File: config.mk
export PLATFORM = sky130hd
export DESIGN_NAME = i2c_master_top
export DESIGN_NICKNAME = d
export VERILOG_FILES = /design/src/i2c_fsm_pkg.sv /design/src/i2c_bus_pkg.sv /design/src/i2c_master_top.sv /design/src/i2c_master_fsm.sv /design/src/i2c_ack_tracker.sv /design/src/i2c_scl_tracker.sv
export SDC_FILE = /design/constraint.sdc
export NUM_CORES = 1
export LEC_CHECK = 0
export ABC_AREA = 1
export BUFFER_PORTS_ARGS = -buffer_cell sky130_fd_sc_hd__buf_4
export CAP_MARGIN = 15
export CORE_MARGIN = 5
export CORE_UTILIZATION = 33
export CTS_CLUSTER_SIZE = 10
export DETAILED_ROUTE_END_ITERATION = 16
export GPL_TIMING_DRIVEN = 1
export PLACE_DENSITY = 0.62
export SLEW_MARGIN = 20
export SYNTH_ARGS = -nofsm -noshare
export SYNTH_HDL_FRONTEND = slang
export SYNTH_SLANG_ARGS = --single-unit
File: constraint.sdc
create_clock -name i2c_core_clk_i -period 4.56 [get_ports i2c_core_clk_i]
set_clock_uncertainty 0.1 [all_clocks]
set_input_delay 0.912 -clock i2c_core_clk_i [delete_from_list [all_inputs] [get_ports i2c_core_clk_i]]
set_output_delay 0.912 -clock i2c_core_clk_i [all_outputs]
set_load 0.03 [all_outputs]
File: src/i2c_fsm_pkg.sv
`default_nettype none

package i2c_fsm_pkg;

    // Controller state encodings
    typedef enum logic [3:0] {
        IDLE           = 4'b0000,
        START          = 4'b0001,
        ADDRESS        = 4'b0010,
        READ_ACK       = 4'b0011,   // ACK from slave after the address
        WRITE_DATA     = 4'b0100,
        READ_LATER_ACK = 4'b0101,   // ACK from slave after a data byte
        READ_DATA      = 4'b0110,
        WRITE_ACK      = 4'b0111,   // Master ACK after a received byte
        REPEAT_START   = 4'b1000,
        STOP           = 4'b1001
    } ctrl_state_t;

endpackage : i2c_fsm_pkg

`default_nettype wire

File: src/i2c_bus_pkg.sv
`default_nettype none

package i2c_bus_pkg;

    // --------------------
    // Bus-level widths

    typedef logic [3:0] bit_idx_t;   // Datapath bit index, counts 7 down to 0
    typedef logic [3:0] rise_cnt_t;  // SCL rises seen within one byte phase

    // --------------------
    // Frame constants

    // Address or data bits in one byte, the ACK slot is not counted
    localparam int unsigned FRAME_BITS = 8;

    // First bit on the wire is the MSB
    localparam bit_idx_t BIT_IDX_MSB = 4'd7;

endpackage : i2c_bus_pkg

`default_nettype wire
File: src/i2c_master_top.sv
`timescale 1ns/1ps
`default_nettype none

module i2c_master_top (
    input  wire                   i2c_core_clk_i,
    input  wire                   reset_ni,
    input  wire                   enable_i,
    input  wire                   repeat_start_i,
    input  wire                   rw_i,
    input  wire                   full_i,
    input  wire                   empty_i,
    input  wire                   i2c_sda_i,
    input  wire                   i2c_scl_i,
    output logic                  w_fifo_en_o,
    output logic                  r_fifo_en_o,
    output logic                  sda_low_en_o,
    output logic                  clk_en_o,
    output logic                  write_data_en_o,
    output logic                  write_addr_en_o,
    output logic                  receive_data_en_o,
    output i2c_bus_pkg::bit_idx_t count_bit_o,
    output logic                  i2c_sda_en_o,
    output logic                  i2c_scl_en_o
);

    import i2c_fsm_pkg::*;

    // --------------------
    // Internal wiring

    ctrl_state_t state;
    logic        scl_rise;
    logic        scl_fall;
    logic        byte_done;
    logic        go_read;
    logic        go_write;

    i2c_scl_tracker u_scl_tracker (
        .i2c_core_clk_i (i2c_core_clk_i),
        .reset_ni       (reset_ni),
        .i2c_scl_i      (i2c_scl_i),
        .state_i        (state),
        .scl_rise_o     (scl_rise),
        .scl_fall_o     (scl_fall),
        .byte_done_o    (byte_done),
        .count_bit_o    (count_bit_o)
    );

    i2c_ack_tracker u_ack_tracker (
        .i2c_core_clk_i (i2c_core_clk_i),
        .reset_ni       (reset_ni),
        .state_i        (state),
        .scl_rise_i     (scl_rise),
        .i2c_sda_i      (i2c_sda_i),
        .rw_i           (rw_i),
        .full_i         (full_i),
        .empty_i        (empty_i),
        .go_read_o      (go_read),
        .go_write_o     (go_write),
        .r_fifo_en_o    (r_fifo_en_o),
        .w_fifo_en_o    (w_fifo_en_o)
    );

    i2c_master_fsm u_master_fsm (
        .i2c_core_clk_i    (i2c_core_clk_i),
        .reset_ni          (reset_ni),
        .enable_i          (enable_i),
        .repeat_start_i    (repeat_start_i),
        .full_i            (full_i),
        .empty_i           (empty_i),
        .i2c_sda_i         (i2c_sda_i),
        .i2c_scl_i         (i2c_scl_i),
        .scl_rise_i        (scl_rise),
        .scl_fall_i        (scl_fall),
        .byte_done_i       (byte_done),
        .go_read_i         (go_read),
        .go_write_i        (go_write),
        .state_o           (state),
        .clk_en_o          (clk_en_o),
        .sda_low_en_o      (sda_low_en_o),
        .write_addr_en_o   (write_addr_en_o),
        .write_data_en_o   (write_data_en_o),
        .receive_data_en_o (receive_data_en_o),
        .i2c_sda_en_o      (i2c_sda_en_o),
        .i2c_scl_en_o      (i2c_scl_en_o)
    );

endmodule : i2c_master_top

`default_nettype wire

File: src/i2c_master_fsm.sv
`timescale 1ns/1ps
`default_nettype none

module i2c_master_fsm (
    input  wire                      i2c_core_clk_i,
    input  wire                      reset_ni,
    input  wire                      enable_i,          // Start a transaction
    input  wire                      repeat_start_i,
    input  wire                      full_i,
    input  wire                      empty_i,
    input  wire                      i2c_sda_i,
    input  wire                      i2c_scl_i,
    input  wire                      scl_rise_i,
    input  wire                      scl_fall_i,
    input  wire                      byte_done_i,
    input  wire                      go_read_i,
    input  wire                      go_write_i,
    output i2c_fsm_pkg::ctrl_state_t state_o,
    output logic                     clk_en_o,          // Run the SCL generator
    output logic                     sda_low_en_o,      // Pull SDA low
    output logic                     write_addr_en_o,   // Drive address bit on SDA
    output logic                     write_data_en_o,   // Drive data bit on SDA
    output logic                     receive_data_en_o, // Sample SDA into shift reg
    output logic                     i2c_sda_en_o,      // Master owns SDA
    output logic                     i2c_scl_en_o       // Master owns SCL
);

    import i2c_fsm_pkg::*;

    ctrl_state_t state_q;
    ctrl_state_t state_d;

    // --------------------
    // State register

    always_ff @(posedge i2c_core_clk_i or negedge reset_ni) begin
        if (!reset_ni) begin
            state_q <= IDLE;
        end else begin
            state_q <= state_d;
        end
    end

    // --------------------
    // Next-state logic

    always_comb begin
        state_d = state_q;  // Stay unless a condition below fires

        case (state_q)
            IDLE: begin
                if (enable_i) begin
                    state_d = START;
                end
            end

            START: begin
                // SDA already low, wait for SCL low before the first bit
                if (!i2c_scl_i) begin
                    state_d = ADDRESS;
                end
            end

            ADDRESS: begin
                if (byte_done_i) begin
                    state_d = READ_ACK;
                end
            end

            READ_ACK: begin
                if (scl_fall_i) begin
                    if (go_read_i) begin
                        state_d = READ_DATA;
                    end else if (go_write_i) begin
                        state_d = WRITE_DATA;
                    end else begin
                        state_d = STOP;  // Address NACK or no FIFO room
                    end
                end
            end

            WRITE_DATA: begin
                if (byte_done_i) begin
                    state_d = READ_LATER_ACK;
                end
            end

            READ_LATER_ACK: begin
                if (scl_fall_i) begin
                    if (empty_i || (!go_write_i && !repeat_start_i)) begin
                        state_d = STOP;
                    end else if (!go_write_i) begin
                        state_d = REPEAT_START;  // NACK with a restart pending
                    end else begin
                        state_d = WRITE_DATA;
                    end
                end
            end

            READ_DATA: begin
                if (byte_done_i) begin
                    state_d = WRITE_ACK;
                end
            end

            WRITE_ACK: begin
                if (scl_fall_i) begin
                    if (repeat_start_i) begin
                        state_d = REPEAT_START;
                    end else if (!full_i) begin
                        state_d = READ_DATA;
                    end else begin
                        state_d = STOP;
                    end
                end
            end

            REPEAT_START: begin
                // SDA released, restart once SCL is high again
                if (scl_rise_i) begin
                    state_d = START;
                end
            end

            STOP: begin
                if (scl_rise_i) begin
                    state_d = IDLE;
                end
            end

            default: begin
                state_d = IDLE;
            end
        endcase
    end

    // --------------------
    // Datapath enables

    always_comb begin
        clk_en_o          = (state_q != IDLE);
        i2c_scl_en_o      = (state_q != IDLE);
        sda_low_en_o      = 1'b0;
        write_addr_en_o   = 1'b0;
        write_data_en_o   = 1'b0;
        receive_data_en_o = 1'b0;
        i2c_sda_en_o      = 1'b0;

        case (state_q)
            START: begin
                sda_low_en_o = 1'b1;   // SDA falls while SCL high
                i2c_sda_en_o = 1'b1;
            end
            ADDRESS: begin
                write_addr_en_o = !i2c_scl_i;  // Change SDA only while SCL low
                i2c_sda_en_o    = 1'b1;
            end
            WRITE_DATA: begin
                write_data_en_o = !i2c_scl_i;
                i2c_sda_en_o    = 1'b1;
            end
            READ_LATER_ACK: begin
                sda_low_en_o = 1'b1;
            end
            READ_DATA: begin
                receive_data_en_o = i2c_scl_i;  // Data is stable while SCL high
            end
            WRITE_ACK: begin
                sda_low_en_o = 1'b1;   // Master ACK
                i2c_sda_en_o = 1'b1;
            end
            STOP: begin
                // Hold SDA low until the release gives the STOP edge
                sda_low_en_o = i2c_sda_i;
                i2c_sda_en_o = 1'b1;
            end
            default: begin
                // IDLE, READ_ACK and REPEAT_START leave SDA to the bus
            end
        endcase
    end

    assign state_o = state_q;

endmodule : i2c_master_fsm

`default_nettype wire

File: src/i2c_ack_tracker.sv
`timescale 1ns/1ps
`default_nettype none

module i2c_ack_tracker (
    input  wire                      i2c_core_clk_i,
    input  wire                      reset_ni,
    input  i2c_fsm_pkg::ctrl_state_t state_i,
    input  wire                      scl_rise_i,
    input  wire                      i2c_sda_i,     // Low here means ACK
    input  wire                      rw_i,          // 1 read, 0 write
    input  wire                      full_i,        // Receive FIFO full
    input  wire                      empty_i,       // Transmit FIFO empty
    output logic                     go_read_o,
    output logic                     go_write_o,
    output logic                     r_fifo_en_o,   // Pop next byte from transmit FIFO
    output logic                     w_fifo_en_o    // Push received byte to receive FIFO
);

    import i2c_fsm_pkg::*;

    logic in_ack_state;
    logic ack_seen;     // Slave pulled SDA low at the sampling edge
    logic go_read_q;
    logic go_write_q;
    logic r_fifo_en_q;
    logic w_fifo_en_q;

    assign in_ack_state = (state_i == READ_ACK) || (state_i == READ_LATER_ACK);
    assign ack_seen     = scl_rise_i && !i2c_sda_i;

    // --------------------
    // Continue decisions

    always_ff @(posedge i2c_core_clk_i or negedge reset_ni) begin
        if (!reset_ni) begin
            go_read_q  <= 1'b0;
            go_write_q <= 1'b0;
        end else if (!in_ack_state) begin
            go_read_q  <= 1'b0;
            go_write_q <= 1'b0;
        end else if (ack_seen && rw_i && !full_i) begin
            go_read_q  <= 1'b1;
            go_write_q <= 1'b0;
        end else if (ack_seen && !rw_i && !empty_i) begin
            go_read_q  <= 1'b0;
            go_write_q <= 1'b1;
        end
        // NACK or no room, flags hold and the FSM falls through to STOP
    end

    // --------------------
    // FIFO strobes

    // The first byte is already at the transmit FIFO head, so the address
    // ACK pops nothing
    always_ff @(posedge i2c_core_clk_i or negedge reset_ni) begin
        if (!reset_ni) begin
            r_fifo_en_q <= 1'b0;
            w_fifo_en_q <= 1'b0;
        end else begin
            r_fifo_en_q <= (state_i == READ_LATER_ACK) && scl_rise_i;
            w_fifo_en_q <= (state_i == WRITE_ACK) && scl_rise_i;
        end
    end

    assign go_read_o   = go_read_q;
    assign go_write_o  = go_write_q;
    assign r_fifo_en_o = r_fifo_en_q;
    assign w_fifo_en_o = w_fifo_en_q;

endmodule : i2c_ack_tracker

`default_nettype wire

File: src/i2c_scl_tracker.sv
`timescale 1ns/1ps
`default_nettype none

module i2c_scl_tracker (
    input  wire                      i2c_core_clk_i,
    input  wire                      reset_ni,
    input  wire                      i2c_scl_i,     // SCL as seen on the bus
    input  i2c_fsm_pkg::ctrl_state_t state_i,
    output logic                     scl_rise_o,
    output logic                     scl_fall_o,
    output logic                     byte_done_o,   // 8 bits clocked and SCL back low
    output i2c_bus_pkg::bit_idx_t    count_bit_o
);

    import i2c_bus_pkg::*;
    import i2c_fsm_pkg::*;

    logic      scl_q;        // SCL from the previous core cycle
    logic      scl_rise;
    logic      scl_fall;
    logic      in_byte_state;
    rise_cnt_t rise_cnt_q;
    bit_idx_t  count_bit_q;

    // --------------------
    // SCL edge detection

    always_ff @(posedge i2c_core_clk_i or negedge reset_ni) begin
        if (!reset_ni) begin
            scl_q <= 1'b1;  // Bus idles high
        end else begin
            scl_q <= i2c_scl_i;
        end
    end

    assign scl_rise = i2c_scl_i & ~scl_q;
    assign scl_fall = ~i2c_scl_i & scl_q;

    // --------------------
    // Rise counter per byte phase

    assign in_byte_state = (state_i == ADDRESS) || (state_i == WRITE_DATA) ||
                           (state_i == READ_DATA);

    always_ff @(posedge i2c_core_clk_i or negedge reset_ni) begin
        if (!reset_ni) begin
            rise_cnt_q <= '0;
        end else if (!in_byte_state) begin
            rise_cnt_q <= '0;  // Restart for the next byte
        end else if (scl_rise) begin
            rise_cnt_q <= rise_cnt_q + 1'b1;
        end
    end

    // Byte ends on the SCL fall after the eighth rise, ready for the ACK slot
    assign byte_done_o = (rise_cnt_q == rise_cnt_t'(FRAME_BITS)) && scl_fall;

    // --------------------
    // Datapath bit index

    always_ff @(posedge i2c_core_clk_i or negedge reset_ni) begin
        if (!reset_ni) begin
            count_bit_q <= BIT_IDX_MSB;
        end else if ((state_i == ADDRESS) || (state_i == WRITE_DATA)) begin
            // Transmit side moves on once the slave has sampled the bit
            if (scl_rise && (count_bit_q != '0)) begin
                count_bit_q <= count_bit_q - 1'b1;
            end
        end else if (state_i == READ_DATA) begin
            // Receive side moves on after the bit was captured on high SCL
            if (scl_fall && (count_bit_q != '0)) begin
                count_bit_q <= count_bit_q - 1'b1;
            end
        end else begin
            count_bit_q <= BIT_IDX_MSB;
        end
    end

    assign scl_rise_o  = scl_rise;
    assign scl_fall_o  = scl_fall;
    assign count_bit_o = count_bit_q;

endmodule : i2c_scl_tracker

`default_nettype wire

==> impl_metrics.prom <==
# TYPE chip_impl_metric gauge
chip_impl_metric{name="cts.sinks",unit=""} 17
chip_impl_metric{name="via_count_of_the_first_global_routing_pass",unit=""} 1015
chip_impl_metric{name="layout.nets",unit=""} 198
chip_impl_metric{name="final_antenna_net_count",unit=""} 0
chip_impl_metric{name="gr-total-overflow",unit=""} 0
chip_impl_metric{name="number_of_distinct_library_cells_after_synthesis",unit=""} 26
chip_impl_metric{name="clock_latency",unit="ps"} 290
chip_impl_metric{name="synthToLayoutAreaGrowth",unit="%"} 20.5
chip_impl_metric{name="die_area",unit="µm²"} 4740
chip_impl_metric{name="timing.final.crit_period",unit="ps"} 2630
chip_impl_metric{name="tcrit_tclk_final",unit="%"} 57.6
chip_impl_metric{name="detail_route.iter0.violations",unit=""} 63
chip_impl_metric{name="ir_worst_vdd",unit="mV"} 0.113
chip_impl_metric{name="htreeDepth",unit=""} 1
chip_impl_metric{name="final_max_slew_viol_count",unit=""} 0
chip_impl_metric{name="crit_required",unit="ps"} 3550
chip_impl_metric{name="portion_of_the_post_synthesis_area_used_by_sequential_elements",unit="%"} 37.6
chip_impl_metric{name="final.setup.tns",unit="ps"} 0
chip_impl_metric{name="power_density",unit="nW/µm²"} 470
chip_impl_info{name="synth_largest_area_cell",value="dfrtp_1"} 1
chip_impl_metric{name="rrSetupSlack",unit="ps"} 3000
chip_impl_info{name="worst_setup_path_endpoint",value="i2c_sda_en_o"} 1
chip_impl_info{name="cts_tree",value="yes"} 1
chip_impl_metric{name="post_synth_inst_count",unit=""} 161
chip_impl_metric{name="route.vias.total",unit=""} 1053
chip_impl_metric{name="static-leakage-power",unit="nW"} 0.720
chip_impl_metric{name="yosys_register_bits",unit=""} 17
chip_impl_info{name="grt_setup_unrepaired",value="no"} 1
chip_impl_info{name="setup.worst_path.end_class",value="primary output"} 1
chip_impl_info{name="synth_most_common_cell",value="nand2_1"} 1
chip_impl_metric{name="die-height",unit="µm"} 68.9
chip_impl_metric{name="cts_inserted_buffers",unit=""} 3
chip_impl_info{name="top_post_synthesis_cells_by_area",value="dfrtp_1 28%, nand2_1 12%, dfstp_2 9.2%"} 1
chip_impl_metric{name="postCtsResizedCells",unit=""} 0
chip_impl_metric{name="antenna_cells",unit=""} 0
chip_impl_metric{name="fmaxAchievable",unit="GHz"} 0.381
chip_impl_metric{name="design.core.area",unit="µm²"} 3340
chip_impl_metric{name="drt-pass1-iter-count",unit=""} 4
chip_impl_metric{name="synth_edf_count",unit=""} 0
chip_impl_metric{name="post_layout_util",unit="%"} 41.3
chip_impl_info{name="status",value="finished clean"} 1
chip_impl_metric{name="synthArstFlopShare",unit="%"} 100
chip_impl_metric{name="post_synth_instance_area",unit="µm²"} 1140
chip_impl_info{name="crit_start",value="u_master_fsm.state_o[2]$_DFFE_PN0P_"} 1
chip_impl_metric{name="wl_per_cell",unit="µm"} 11.1
chip_impl_metric{name="post_cts.repair.setup_buffers",unit=""} 0
chip_impl_metric{name="routed_wirelength",unit="µm"} 2570
chip_impl_metric{name="drcViolationCount",unit=""} 0
chip_impl_metric{name="worst-slew-pin-transition",unit="ps"} 321
chip_impl_metric{name="share_of_post_route_cells_with_drive_strength_above_1",unit="%"} 27.0
chip_impl_metric{name="synth.avg_cell_area",unit="µm²"} 7.10
chip_impl_metric{name="chipWidth",unit="µm"} 68.9
chip_impl_metric{name="relSlewSlack",unit="%"} 78.6
chip_impl_info{name="critical_path.startpoint_type",value="flop"} 1
chip_impl_info{name="synth_top_cells_by_count",value="38 x nand2_1, 25 x nor2_1, 19 x inv_1"} 1
chip_impl_info{name="worstReg2RegEnd",value="u_scl_tracker.count_bit_o[2]$_DFFE_PN1P_"} 1
chip_impl_metric{name="post_cts_hold_fix_bufs",unit=""} 0
chip_impl_metric{name="dp_hpwl",unit="µm"} 2030
chip_impl_metric{name="clock_tree.buffer_depth",unit=""} 2
chip_impl_metric{name="antenna_found_initial",unit=""} 0
chip_impl_metric{name="rows",unit=""} 21
chip_impl_metric{name="worst_ep_arrival_time",unit="ps"} 1620
chip_impl_metric{name="grt_start_max_net_pins",unit=""} 18
chip_impl_info{name="path_class",value="flop to primary output"} 1
chip_impl_metric{name="initial_core_utilization",unit="%"} 34.3
chip_impl_metric{name="hold_violation_count_in_the_final_report",unit=""} 0
chip_impl_metric{name="portbufs",unit=""} 21
chip_impl_metric{name="setup_viol_count_final",unit=""} 0
chip_impl_metric{name="clkSlewWorstSetupHoldPaths",unit="ps"} 100
chip_impl_info{name="synth-main-ff-cell",value="dfrtp_1"} 1
chip_impl_metric{name="cp_max_fo",unit=""} 7
chip_impl_metric{name="gp_congestion",unit=""} 0.799
chip_impl_metric{name="gr-usage-all-layers",unit="%"} 12.7
chip_impl_info{name="cts.root.buffer_cell",value="clkbuf_4"} 1
chip_impl_metric{name="ys_warn_count",unit=""} 0
chip_impl_metric{name="worstRegToRegCells",unit=""} 10
chip_impl_info{name="rr_startpoint",value="u_scl_tracker.count_bit_o[0]$_DFFE_PN1P_"} 1
chip_impl_info{name="hp-class",value="primary input to asynchronous set/reset pin"} 1
chip_impl_metric{name="route.detailed.vias_per_inst",unit=""} 4.56
chip_impl_metric{name="grt_first_pass_wirelength",unit="µm"} 4490
chip_impl_metric{name="number_of_max_cap_violations",unit=""} 0
chip_impl_metric{name="pin_count",unit=""} 22
chip_impl_metric{name="syn_nets",unit=""} 173
chip_impl_metric{name="area_fraction_of_the_dominant_cell_type_after_synthesis",unit="%"} 28.4
[critical path: stages, from the launching register on]
cell and delay, ps:
dfrtp_1 460, nor2_2 310, nand2_2 160, nand2_1 120
a21oi_1 40, nand3_1 70, buf_4 160
[power by group]
| group | switching, mW | internal, mW |
|---|---|---|
| combinational | 0.243 | 0.123 |
| clock | 0.0469 | 0.0340 |
| sequential | 0.0248 | 0.176 |
[sequential cells by signal, summed over array words and instances, names as in the netlist]
| name | cells |
|---|---|
| u_ack_tracker.go_read_o | 1 |
| u_ack_tracker.go_write_o | 1 |
| u_ack_tracker.r_fifo_en_o | 1 |
| u_ack_tracker.w_fifo_en_o | 1 |
| u_master_fsm.state_o | 4 |
| u_scl_tracker.count_bit_o | 4 |
| u_scl_tracker.rise_cnt_q | 4 |
| u_scl_tracker.scl_q | 1 |
[layout by cell type, fill, tap and decap left out]
| cell type | n |
|---|---|
| nand2_1 | 38 |
| nor2_1 | 25 |
| buf_4 | 21 |
| inv_1 | 19 |
| nand3_1 | 18 |
| dfrtp_1 | 13 |
| nand2_2 | 8 |
| a21oi_1 | 5 |
| o21ai_0 | 5 |
| nor2_2 | 4 |
| dfstp_2 | 4 |
| inv_2 | 3 |
| ha_1 | 3 |
| clkbuf_4 | 3 |
| nand2_4 | 2 |
| xor2_1 | 2 |
| nor2_4 | 1 |
| nand3b_1 | 1 |
| nand3_2 | 1 |
| o21ai_4 | 1 |
| nor3_1 | 1 |
| a21boi_0 | 1 |
| inv_4 | 1 |
| o211ai_1 | 1 |
| o21ai_2 | 1 |
| o21ai_1 | 1 |
| xnor2_1 | 1 |
| clkbuf_1 | 1 |
[routing by layer]
metal	share of wire, %	wire length (µm)	vias to the layer above	global-route usage (%)
met5	0	0	-	0
met4	0.90	23	0	5.35
met3	4.4	114	2	2.43
met2	47	1210	17	19.8
met1	48	1220	479	17.1
li1	-	-	555	-
[stage by stage]
stage	cells	hold WS (ps)	worst slack [ps]	cell area, µm²	total power [mW]
2_1_floorplan	161	405	2200	1140	0.476
3_3_place_gp	227	363	2220	1350	0.572
3_5_place_dp	227	376	2210	1350	0.571
4_1_cts	231	370	1930	1380	0.654
5_1_grt	231	370	1810	1380	0.707
6_report	231	369	1930	1380	0.648
[worst min-delay path by stage]
stage | from | endpoint | slack, ps
final | reset_ni | u_master_fsm.state_o[0]$_DFFE_PN0P_ | 370
after global routing | reset_ni | u_scl_tracker.count_bit_o[3]$_DFFE_PN0P_ | 370
after CTS | reset_ni | u_scl_tracker.count_bit_o[3]$_DFFE_PN0P_ | 370
after detailed placement | u_scl_tracker.count_bit_o[2]$_DFFE_PN1P_ | u_scl_tracker.count_bit_o[2]$_DFFE_PN1P_ | 380
after global placement | u_scl_tracker.count_bit_o[2]$_DFFE_PN1P_ | u_scl_tracker.count_bit_o[2]$_DFFE_PN1P_ | 360
after floorplan | u_scl_tracker.rise_cnt_q[3]$_DFFE_PN0P_ | u_scl_tracker.rise_cnt_q[3]$_DFFE_PN0P_ | 410
[final cells by class]
type	instances	area, µm²
inverter	23	88.8
tap	46	57.6
sequential	17	430
multi-input combinational	120	617
timing repair buffer	21	158
clock buffer	4	26.3
fill	363	1960
[cells by family after synthesis]
kind of cell,share of synthesized area (%)
and+or+nand+nor,40.0
buffers and inverters,8.43
DFF,37.6
AOI/OAI and AO/OA,8.31
xor gates and xnor gates,2.30
adders and majority gates,3.28
Power figures use the tool's default switching activity.
